<file path="config.mk">
export PLATFORM = sky130hd
export DESIGN_NAME = loop_regs
export DESIGN_NICKNAME = d
export VERILOG_FILES = /design/src/eth_loop_pkg.sv /design/src/loop_regs.sv
export SDC_FILE = /design/constraint.sdc
export NUM_CORES = 1
export LEC_CHECK = 0
export BUFFER_PORTS_ARGS = -buffer_cell sky130_fd_sc_hd__buf_4
export CAP_MARGIN = 20
export CORE_UTILIZATION = 39
export CTS_CLUSTER_SIZE = 28
export DETAILED_ROUTE_END_ITERATION = 7
export GPL_TIMING_DRIVEN = 0
export MAX_ROUTING_LAYER = met4
export PLACE_DENSITY = 0.57
export SKIP_CTS_REPAIR_TIMING = 1
export SLEW_MARGIN = 20
export SYNTH_ARGS = -nofsm -noshare
export SYNTH_HDL_FRONTEND = slang
export SYNTH_SLANG_ARGS = --single-unit
</file>
<file path="constraint.sdc">
create_clock -name clk_125mhz -period 2.2 [get_ports clk_125mhz]
set_input_delay 0 -clock clk_125mhz [delete_from_list [all_inputs] [get_ports clk_125mhz]]
set_output_delay 0 -clock clk_125mhz [all_outputs]
set_load 0.005 [all_outputs]
</file>
<file path="src/eth_loop_pkg.sv">
// Shared types for the two-port Ethernet loopback core

package eth_loop_pkg;

    // Stream data word and its byte-valid mask
    typedef logic [63:0] word_t;
    typedef logic [7:0]  keep_t;

    // APB byte address and data word
    typedef logic [7:0]  apb_addr_t;
    typedef logic [31:0] apb_data_t;

    // Frame counter, wraps at the top
    typedef logic [15:0] count_t;

    // Write side of the frame FIFO
    typedef enum logic [1:0] {
        wr_idle,
        wr_store,
        wr_drop
    } wr_state_t;

endpackage

</file>
<file path="src/loop_regs.sv">
// APB register block with port enables, per-port frame counters and activity LEDs
`timescale 1ns/1ps

module loop_regs #(
    parameter int CNT      = 2,
    parameter int LED_HOLD = 1024
) (
    input  logic                    clk_125mhz,
    input  logic                    reset,

    // APB slave, zero wait states
    input  eth_loop_pkg::apb_addr_t paddr,
    input  logic                    psel,
    input  logic                    penable,
    input  logic                    pwrite,
    input  eth_loop_pkg::apb_data_t pwdata,
    output eth_loop_pkg::apb_data_t prdata,
    output logic                    pready,
    output logic                    pslverr,

    // Per-port status and control
    input  logic [CNT-1:0]          good_frame,
    input  logic [CNT-1:0]          drop_frame,
    output logic [CNT-1:0]          port_enable,
    output logic [CNT-1:0]          sfp_led
);

    import eth_loop_pkg::*;

    localparam int LW = $clog2(LED_HOLD + 1);

    // Register map
    localparam apb_addr_t ADDR_ENABLE = 8'h00;
    localparam apb_addr_t ADDR_STATUS = 8'h04;
    localparam apb_addr_t ADDR_COUNT  = 8'h10;

    count_t        good_cnt [CNT];
    count_t        drop_cnt [CNT];
    logic [LW-1:0] led_cnt  [CNT];

    logic          access;
    logic          hit;
    logic          read_only;

    // Address decode and read mux
    always_comb begin
        access    = psel && penable;
        hit       = 1'b0;
        read_only = 1'b1;
        prdata    = '0;
        if (paddr == ADDR_ENABLE) begin
            hit       = 1'b1;
            read_only = 1'b0;
            prdata    = apb_data_t'(port_enable);
        end else if (paddr == ADDR_STATUS) begin
            hit    = 1'b1;
            prdata = apb_data_t'(sfp_led);
        end
        // Counter pairs at 0x10 + 8n
        for (int n = 0; n < CNT; n++) begin
            if (paddr == ADDR_COUNT + apb_addr_t'(8 * n)) begin
                hit    = 1'b1;
                prdata = apb_data_t'(good_cnt[n]);
            end
            if (paddr == ADDR_COUNT + apb_addr_t'(8 * n + 4)) begin
                hit    = 1'b1;
                prdata = apb_data_t'(drop_cnt[n]);
            end
        end
        pready  = access;
        pslverr = access && (!hit || (pwrite && read_only));
    end

    // Enable register, the only writable one
    always_ff @(posedge clk_125mhz) begin
        if (reset) begin
            port_enable <= '0;
        end else if (access && pwrite && paddr == ADDR_ENABLE) begin
            port_enable <= pwdata[CNT-1:0];
        end
    end

    for (genvar n = 0; n < CNT; n++) begin : g_port

        always_ff @(posedge clk_125mhz) begin
            if (reset) begin
                good_cnt[n] <= '0;
                drop_cnt[n] <= '0;
            end else begin
                if (good_frame[n]) begin
                    good_cnt[n] <= good_cnt[n] + 1'b1;
                end
                if (drop_frame[n]) begin
                    drop_cnt[n] <= drop_cnt[n] + 1'b1;
                end
            end
        end

        // LED hold timer restarts on every good frame
        always_ff @(posedge clk_125mhz) begin
            if (reset) begin
                led_cnt[n] <= '0;
            end else if (good_frame[n]) begin
                led_cnt[n] <= LW'(LED_HOLD);
            end else if (led_cnt[n] != '0) begin
                led_cnt[n] <= led_cnt[n] - 1'b1;
            end
        end

        assign sfp_led[n] = (led_cnt[n] != '0);

    end

endmodule

</file>
==> impl_metrics.tcl <==
set metrics [dict create \
    layout.cell_area.non_filler_sq_um 6356 \
    cts_inserted_buffers 9 \
    share_of_synthesized_area_occupied_by_flip_flops_and_latches_pct 48.16 \
    total_i_o_pin_count 87 \
    number_of_global_route_vias_before_repair 4140 \
    peak_ir_drop_on_the_vdd_network_uv 443.2 \
    netlist_instances 545 \
    synth.distinct_cells 52 \
    path_clk_slew_ns 0.06 \
    placementRows 42 \
    cts.root.buffer_cell "clkbuf_16" \
    maxCapViolations 0 \
    synth.avg_cell_area_sq_um 9.991 \
    final.fill_count 1319 \
    clock_skew_ns 0.006531 \
    library_cell_contributing_the_largest_single_delay_on_the_critical_path "edfxtp_1" \
    route.detailed.drc 0 \
    antennaDiodeCount 0 \
    die_area_sq_um 14440 \
    worst_skew_pair.late_latency_ns 0.34 \
    final_max_slew_viol_count 0 \
    synth-edff-count 86 \
    status "completed" \
    arrival_worst_endpoint_ns 2.07 \
    timing.critical_path.to_type "register" \
    antenna_left 0 \
    timing.final.crit_period_ns 1.985 \
    post-route-period-util_pct 90.24 \
    power_density_nw_per_um2 797.9 \
    clockBufferDepth 2 \
    core_region_area_sq_um 13450 \
    die_width_microns 120.2 \
    critPathKind "reg2reg" \
    route.vias.total 4277 \
    holdCritPathClass "in2reg" \
    detail_route.first_pass.iterations 4 \
    tritoncts "yes" \
    fmax_mhz 503.7 \
    final_gp_congestion 0.8595 \
    rsz0062_at_grt "no" \
    async_flop_share_pct 0 \
    tns_ns 0 \
    grt_start_max_net_pins 19 \
    drive_above_1_share_pct 15.48 \
    worst_pin_slew_ns 0.6297 \
    h_tree_level_count 3 \
    critical_path.max_stage_delay_ns 0.45 \
    nets_finish 672 \
    tritoncts_num_sinks 88 \
    areaGrowthSynthToFinish_pct 16.73 \
    portBuffers 40 \
    worst_setup_path_start_kind "register" \
    final-hold-violation-count 0 \
    vias_per_cell 5.373 \
    final-setup-viol-count 0 \
    dpl_cell_area_sq_um 6022 \
    worst_relative_slew_slack_pct 57.97 \
    worst_ep_required_time_ns 2.28 \
    floorplan.initialDensity_pct 40.48 \
    grt_use_total_pct 19.81 \
    synth.yosys.warnings 0 \
    crit_path_max_fanout 10 \
    antenna_violations_before_repair 0 \
    synth_ff_type "edfxtp_1" \
    power_leakage_nw 2.311 \
    route.detailed.wl_per_inst_microns 16.55 \
    global_route_wire_length_before_repair_microns 21460 \
    overflow 0 \
    syn_area_sq_um 5445 \
    dpl.hpwl_microns 9948 \
    path_cells "nor4_2, nand4b_1, nand2b_1, clkbuf_1, nor2_1" \
    routed_wl_microns 13180 \
    drt-initial-drc-count 226 \
    fp.dieH_microns 120.2 \
    synth-seq-cells 88 \
]
[layer usage]
layer	GRT usage (%)	part of all wire [%]	vias up
met1	26.42	46	2067
met2	31.21	49	84
met3	1.949	3.6	18
met5	-	0	-
met4	7.422	1.8	0
li1	-	-	2108
[worst max-delay path, delay by kind of cell (launching register included)]
family	cells	cell delay [ns]
buf+inv	1	0.37
flops	1	0.45
simple gates	4	0.91
[worst paths after layout]
path	start	to	slack, ns	cells after the start
min reg2reg	port_enable[0]	port_enable[0]	0.50	2
max reg2reg	led_cnt[1][7]	led_cnt[1][4]	0.21	5
max	led_cnt[1][7]	led_cnt[1][4]	0.21	5
min	good_frame[1]	led_cnt[1][10]	0.06	3
[cells in the final DEF, fill, tap and decap left out, drive strengths merged, types with 20 or more instances in the layout]
cell and instances:
a21oi 22, or3 20, buf 62, clkbuf 27, xnor2 31, xor2 20, nand3 26, nand2 37
nor2 81, edfxtp 86
[metrics by stage]
stage | hold WS [ns] | worst slack (ns) | util (%) | cells | power [mW]
final | 0.06189 | 0.2147 | 47.25 | 796 | 5.072
after global routing | 0.08044 | 0.01409 | 47.25 | 796 | 5.357
after CTS | -0.07612 | 0.03523 | 46.85 | 792 | 5.085
after detailed placement | 0.2850 | 0.05839 | 44.76 | 776 | 3.583
after global placement | 0.2803 | 0.1104 | 44.76 | 776 | 3.542
after floorplan | 0.1189 | 0.4522 | - | 560 | 3.238
[synthesized netlist by cell type, types with 6 or more instances]
cell,number,area [sq um]
a21oi_1,22,110.1
buf_4,16,120.1
clkbuf_1,16,60.06
edfxtp_1,86,2582
ha_1,8,100.1
inv_1,19,71.32
mux2i_1,19,190.2
nand2_1,37,138.9
nand3_1,25,125.1
nand4_1,13,81.33
nor2_1,81,304.0
nor3_1,10,50.05
nor4_1,17,106.4
o211ai_1,7,52.55
o21ai_0,19,95.09
o22a_1,9,78.83
or3_1,15,93.84
or4_1,6,45.04
xnor2_1,31,271.5
xor2_1,20,175.2
[registers in the layout (all words and copies together) (netlist names)]
signal,flops
good_cnt,32
drop_cnt,32
port_enable,2
led_cnt,22
[where the power goes]
group / total, mW / leakage, nW / switching, mW / internal (mW)
clock network: 1.50 / 0.138 / 0.630 / 0.870
logic: 1.21 / 1.19 / 0.657 / 0.558
registers: 2.36 / 0.985 / 0.244 / 2.11
total: 5.07 / 2.31 / 1.53 / 3.54
[cell families (layout without fill, tap and decap cells)]
| kind of cell | Yosys count | count (layout) | share of synthesized area, % |
|---|---|---|---|
| AND/OR/NAND/NOR | 239 | 239 | 22.63 |
| flip-flops | 88 | 88 | 48.16 |
| multiplexers | 21 | 21 | 4.113 |
| XOR/XNOR | 51 | 51 | 8.203 |
| adder cells (fa/ha/maj) | 8 | 8 | 1.838 |
| buffers and inverters | 57 | 117 | 5.285 |
| AO/OA/AOI/OAI | 80 | 80 | 9.697 |
| other | 1 | 16 | 0.06887 |
[area by class of cell]
| class | instances | area (sq um) | share of cell area [%] |
|---|---|---|---|
| flip-flops and latches | 88 | 2623 | 41.26 |
| multi-input cells | 415 | 2605 | 40.98 |
| repair buffers | 44 | 340.3 | 5.354 |
| clock buffers | 11 | 232.7 | 3.661 |
| well taps | 176 | 220.2 | 3.465 |
| plain buffers | 38 | 216.5 | 3.406 |
| inverters | 19 | 71.32 | 1.122 |
| clock inverters | 5 | 47.55 | 0.7480 |
No activity file was read; power rests on OpenSTA's default activity.
