$ cat config.mk
export PLATFORM = sky130hd
export DESIGN_NAME = frame_fifo
export DESIGN_NICKNAME = d
export VERILOG_FILES = /design/src/eth_loop_pkg.sv /design/src/frame_fifo.sv
export SDC_FILE = /design/constraint.sdc
export NUM_CORES = 2
export LEC_CHECK = 0
export BUFFER_PORTS_ARGS = -buffer_cell sky130_fd_sc_hd__buf_2
export CORE_AREA = 2 2 589 591
export DETAILED_ROUTE_END_ITERATION = 8
export DIE_AREA = 0 0 591 593
export HOLD_SLACK_MARGIN = 0.05
export PLACE_DENSITY = 0.7
export SLEW_MARGIN = 20
export SYNTH_ARGS = -nofsm -noshare
export SYNTH_HDL_FRONTEND = slang
export SYNTH_MEMORY_MAX_BITS = 65536
export SYNTH_SLANG_ARGS = --single-unit
$ cat constraint.sdc
create_clock -name clk_125mhz -period 20.3 [get_ports clk_125mhz]
set_input_delay 1.015 -clock clk_125mhz [delete_from_list [all_inputs] [get_ports clk_125mhz]]
set_output_delay 1.015 -clock clk_125mhz [all_outputs]
set_load 0.005 [all_outputs]
$ cat src/eth_loop_pkg.sv
// Shared types for the two-port Ethernet loopback core

package eth_loop_pkg;

    // Stream data word and its byte-valid mask
    typedef logic [63:0] word_t;
    typedef logic [7:0]  keep_t;

    // APB byte address and data word
    typedef logic [7:0]  apb_addr_t;
    typedef logic [31:0] apb_data_t;

    // Frame counter, wraps at the top
    typedef logic [15:0] count_t;

    // Write side of the frame FIFO
    typedef enum logic [1:0] {
        wr_idle,
        wr_store,
        wr_drop
    } wr_state_t;

endpackage

$ cat src/frame_fifo.sv
// Store-and-forward frame FIFO that drops bad, oversize, overflowing and disabled frames
`timescale 1ns/1ps

module frame_fifo #(
    parameter int DEPTH     = 64,
    parameter int MAX_WORDS = 16
) (
    input  logic                clk_125mhz,
    input  logic                reset,
    input  logic                port_enable,

    // Receive stream
    input  logic                rx_valid,
    input  eth_loop_pkg::word_t rx_data,
    input  eth_loop_pkg::keep_t rx_keep,
    input  logic                rx_last,
    input  logic                rx_user,

    // Transmit stream
    output logic                tx_valid,
    output eth_loop_pkg::word_t tx_data,
    output eth_loop_pkg::keep_t tx_keep,
    output logic                tx_last,
    input  logic                tx_ready,

    // Frame status pulses
    output logic                good_frame,
    output logic                drop_frame
);

    import eth_loop_pkg::*;

    localparam int AW    = $clog2(DEPTH);
    localparam int PTR_W = AW + 1;
    localparam int CW    = $clog2(MAX_WORDS + 1);

    // Frame storage
    word_t            mem_data [DEPTH];
    keep_t            mem_keep [DEPTH];
    logic             mem_last [DEPTH];

    // Extra pointer bit tells full from empty
    logic [PTR_W-1:0] wr_ptr;
    logic [PTR_W-1:0] commit_ptr;
    logic [PTR_W-1:0] rd_ptr;
    logic [PTR_W-1:0] used;

    logic [CW-1:0]    wr_cnt;
    wr_state_t        wr_state;
    logic             drop_silent;

    logic             fifo_full;
    logic             oversize;
    logic             start_off;
    logic             store_word;
    logic             rd_load;

    always_comb begin
        used       = wr_ptr - rd_ptr;
        fifo_full  = (used == PTR_W'(DEPTH));
        // Frame already holds the largest allowed length
        oversize   = (wr_state == wr_store) && (wr_cnt == CW'(MAX_WORDS));
        start_off  = (wr_state == wr_idle) && !port_enable;
        store_word = rx_valid && (wr_state != wr_drop) && !start_off
                     && !fifo_full && !oversize;
        rd_load    = (rd_ptr != commit_ptr) && (!tx_valid || tx_ready);
    end

    // Write side state machine
    always_ff @(posedge clk_125mhz) begin
        if (reset) begin
            wr_state    <= wr_idle;
            wr_ptr      <= '0;
            commit_ptr  <= '0;
            wr_cnt      <= '0;
            drop_silent <= 1'b0;
            good_frame  <= 1'b0;
            drop_frame  <= 1'b0;
        end else begin
            good_frame <= 1'b0;
            drop_frame <= 1'b0;
            if (rx_valid) begin
                if (wr_state == wr_drop) begin
                    // Throw away whatever part of the frame was stored
                    if (rx_last) begin
                        wr_ptr     <= commit_ptr;
                        drop_frame <= !drop_silent;
                        wr_state   <= wr_idle;
                    end
                end else if (start_off) begin
                    // Port off at first word, frame is ignored and not counted
                    drop_silent <= 1'b1;
                    if (!rx_last) begin
                        wr_state <= wr_drop;
                    end
                end else if (!store_word) begin
                    // Out of room or too long
                    drop_silent <= 1'b0;
                    if (rx_last) begin
                        wr_ptr     <= commit_ptr;
                        drop_frame <= 1'b1;
                        wr_state   <= wr_idle;
                    end else begin
                        wr_state <= wr_drop;
                    end
                end else if (rx_last) begin
                    wr_state <= wr_idle;
                    if (rx_user) begin
                        wr_ptr     <= commit_ptr;
                        drop_frame <= 1'b1;
                    end else begin
                        wr_ptr     <= wr_ptr + 1'b1;
                        commit_ptr <= wr_ptr + 1'b1;
                        good_frame <= 1'b1;
                    end
                end else begin
                    wr_ptr   <= wr_ptr + 1'b1;
                    wr_cnt   <= (wr_state == wr_idle) ? CW'(1) : wr_cnt + 1'b1;
                    wr_state <= wr_store;
                end
            end
        end
    end

    always_ff @(posedge clk_125mhz) begin
        if (store_word) begin
            mem_data[wr_ptr[AW-1:0]] <= rx_data;
            mem_keep[wr_ptr[AW-1:0]] <= rx_keep;
            mem_last[wr_ptr[AW-1:0]] <= rx_last;
        end
    end

    // Read side only sees committed words
    always_ff @(posedge clk_125mhz) begin
        if (reset) begin
            tx_valid <= 1'b0;
            rd_ptr   <= '0;
        end else if (rd_load) begin
            tx_valid <= 1'b1;
            rd_ptr   <= rd_ptr + 1'b1;
        end else if (tx_ready) begin
            tx_valid <= 1'b0;
        end
    end

    always_ff @(posedge clk_125mhz) begin
        if (rd_load) begin
            tx_data <= mem_data[rd_ptr[AW-1:0]];
            tx_keep <= mem_keep[rd_ptr[AW-1:0]];
            tx_last <= mem_last[rd_ptr[AW-1:0]];
        end
    end

endmodule

==> flow_summary.json <==
{
  "gp_routability_congestion": 0.839,
  "ff2ff_setup_slack_ps": 13460,
  "die-area_um2": 350000,
  "synth_cell_type_count": 60,
  "route.detailed.vias_per_inst": 6.83,
  "synth.largest_area_cell": "edfxtp_1",
  "synth_enable_flop_cells": 4745,
  "timing.hold.worst_endpoint": "tx_valid$_SDFFE_PP0P_",
  "post_cts_buffers": 0,
  "max_freq_mhz": 146,
  "syn-instance-count": 7419,
  "synth_mux_area_frac": 0.179,
  "num-fill-cells": 23400,
  "hold_viol": 0,
  "hold_path.startpoint": "tx_ready",
  "slew_headroom": 0.159,
  "clkSinkCount": 4777,
  "core_um2": 345000,
  "clock_skew_ps": 52.2,
  "syn_area_um2": 182000,
  "clk_root_buffer_cell": "clkbuf_16",
  "cp-start-kind": "flop",
  "power.density_cell_area_nw_per_um2": 114,
  "grt_overflow_total": 0,
  "io-pin-count": 155,
  "fin_crit_sh": 0.337,
  "leakage_nw": 61.7,
  "ff2ff_path_depth": 11,
  "total_power_mw": 23.1,
  "drtPass1Iterations": 7,
  "critPathKind": "reg -> reg",
  "gr-usage-all-layers": 0.285,
  "synthesis.area_per_instance_um2": 24.5,
  "worstPathArrival_ps": 7420,
  "first_iter_violations": 15700,
  "worstMarginPinSlew_ps": 1250,
  "layout.nets": 7942,
  "maxSlewViolCount": 0,
  "timing.setup.tns_ps": 0,
  "post_cts_hold_buffer_count": 0,
  "final_layout_size_suffix_gt1_frac": 0.308,
  "cp_max_fo": 41,
  "compound_gate_portion_of_the_synthesized_area": 0.00720,
  "period_minus_slack_ps": 6840,
  "synth-adder-area-share": 0.000689,
  "placement.io_buffers": 154,
  "setup_viol": 0,
  "synth-warning-count": 0,
  "synth_area_leaders": "edfxtp_1, mux4_2, nand2_1",
  "timing.max_cap.violations": 0,
  "initial_utilization": 0.527,
  "antenna_left": 0,
  "grt_pass1_wl_um": 689000,
  "hpwl_um": 245000,
  "clkLatencyLatePin_ps": 990,
  "synth.yosys.seq_area_share": 0.789,
  "synthesized_netlist_net_count": 7508,
  "synth_simple_gate_area_share": 0.0138,
  "row_count": 216,
  "regToRegStartpoint": "rd_ptr[2]$_SDFFE_PP0P_",
  "ys_async_sr_fraction": 0,
  "hold_depth": 3,
  "rsz_0062_raised_after_global_routing": "no",
  "required_time_of_the_critical_path_ps": 20880,
  "yosys.area_share.xor_xnor": 0.000917,
  "critical_path.reg2reg.endpoint": "mem_data[18][48]$_DFFE_PP_",
  "area_delta_synth_final_pct": 12.0,
  "outcome": "completed",
  "post-route-drc-count": 0,
  "tritoncts": "yes",
  "routed_wl_um": 498000,
  "yosysMostFrequentCell": "edfxtp_1",
  "cts.htree.levels": 5,
  "dominant_combinational_cell_family_by_area_after_synthesis": "multiplexers",
  "num_vias": 87600,
  "cts-buffers-inserted": 454,
  "crit_path_end_kind": "flop",
  "yosys_most_used_dff": "edfxtp_1",
  "die_height_um": 593,
  "grt_max_degree": 140,
  "ys_top_cells_by_count": "edfxtp_1, mux4_2, nand2_1",
  "cts.reportedPaths.clkPinSlew_ps": 60,
  "synth-seq-cells": 4777,
  "netlist.area_leader.share": 0.785,
  "route.detailed.wl_per_inst_um": 38.8,
  "via_count_of_the_first_global_routing_pass": 86200,
  "power.ir.vdd_worst_mv": 0.0908,
  "ctsLongestPathBuffers": 4,
  "timing.hold.worst.class": "in -> reg",
  "cts_resized": 0,
  "grt_antenna_before_repair": 45,
  "die_w_um": 591
}
==> placed cells by master, fill, tap and decap left out, types with 41 or more instances in the layout <==
| master | instances |
|---|---|
| a31oi_1 | 68 |
| and3_1 | 69 |
| buf_2 | 138 |
| buf_4 | 232 |
| bufinv_16 | 41 |
| clkbuf_1 | 105 |
| clkbuf_16 | 460 |
| clkinv_1 | 104 |
| clkinv_2 | 73 |
| edfxtp_1 | 4745 |
| mux4_2 | 1438 |
| nand2_1 | 350 |
==> worst max-delay path by stage <==
stage | cells past startpoint | endpoint | slack [ps] | startpoint
floorplan | 13 | mem_data[20][0]$_DFFE_PP_ | 9260 | rd_ptr[4]$_SDFFE_PP0P_
global placement | 10 | tx_data[12]$_DFFE_PP_ | 13380 | rd_ptr[0]$_SDFFE_PP0P_
detailed placement | 10 | tx_data[12]$_DFFE_PP_ | 13290 | rd_ptr[0]$_SDFFE_PP0P_
CTS | 10 | tx_data[12]$_DFFE_PP_ | 13290 | rd_ptr[0]$_SDFFE_PP0P_
global route | 10 | tx_data[12]$_DFFE_PP_ | 12820 | rd_ptr[0]$_SDFFE_PP0P_
finish | 11 | mem_data[18][48]$_DFFE_PP_ | 13460 | rd_ptr[2]$_SDFFE_PP0P_
==> metal layers <==
| layer | up-vias | global-route usage | routed length (um) |
|---|---|---|---|
| met5 | - | 0 | 97 |
| met3 | 864 | 0.0606 | 62700 |
| met4 | 18 | 0.0780 | 14500 |
| li1 | 32900 | - | - |
| met1 | 47500 | 0.404 | 179000 |
| met2 | 6289 | 0.456 | 242000 |
==> flip-flops by register name (all words and copies together) (netlist names), 2 cells and up <==
name / cells
tx_keep: 8
commit_ptr: 7
wr_state: 2
mem_data: 4096
wr_cnt: 5
mem_last: 64
mem_keep: 512
tx_data: 64
wr_ptr: 7
rd_ptr: 7
==> through the flow <==
| stage | instances | worst slack, ps | instance area (um2) | utilization | hold WS [ps] |
|---|---|---|---|---|---|
| floorplan | 7419 | 9260 | 182000 | - | 470 |
| global placement | 12000 | 13380 | 189000 | 0.547 | 478 |
| detailed placement | 12000 | 13290 | 189000 | 0.547 | 489 |
| CTS | 12800 | 13290 | 203000 | 0.590 | 306 |
| global route | 12800 | 12820 | 203000 | 0.590 | 355 |
| finish | 12800 | 13460 | 203000 | 0.590 | 350 |
==> critical path: stages, from the launching register on <==
cell and delay (ps):
dfxtp_4 920, inv_4 400, ha_1 470, nand4_1 120, a21oi_1 70, or4_4 520
a31oi_4 280, nand2_1 330, or3_1 770, nor2_4 960, buf_4 880, buf_4 620
==> logic make-up (layout without fill, tap and decap cells) <==
family	count (synthesis)	in the layout
DFF	4777	4777
other	0	23
adders and majority gates	10	10
muxes	1444	1444
and+or+nand+nor	571	571
xor gates and xnor gates	19	19
buffers and inverters	421	1228
AOI/OAI and AO/OA	177	177
==> report_power, final <==
group	total [mW]	internal [mW]	switching (mW)	leakage [nW]
combinational	3.59	1.79	1.80	11.6
sequential	11.1	11.0	0.123	43.0
clock	8.36	4.71	3.64	7.10
total	23.1	17.5	5.56	61.7
==> final cells by class <==
cell class                 count  area, um2  area share
multi-input combinational   2221      37000       0.182
inverter                      14       85.1    0.000419
tap                         4578       5730      0.0282
clock inverter               254       2510      0.0124
timing repair buffer         385       2730      0.0134
antenna                       23       57.6    0.000283
clock buffer                 575      12000      0.0592
sequential                  4777     143000       0.704
(Power assumes the default switching activity.)
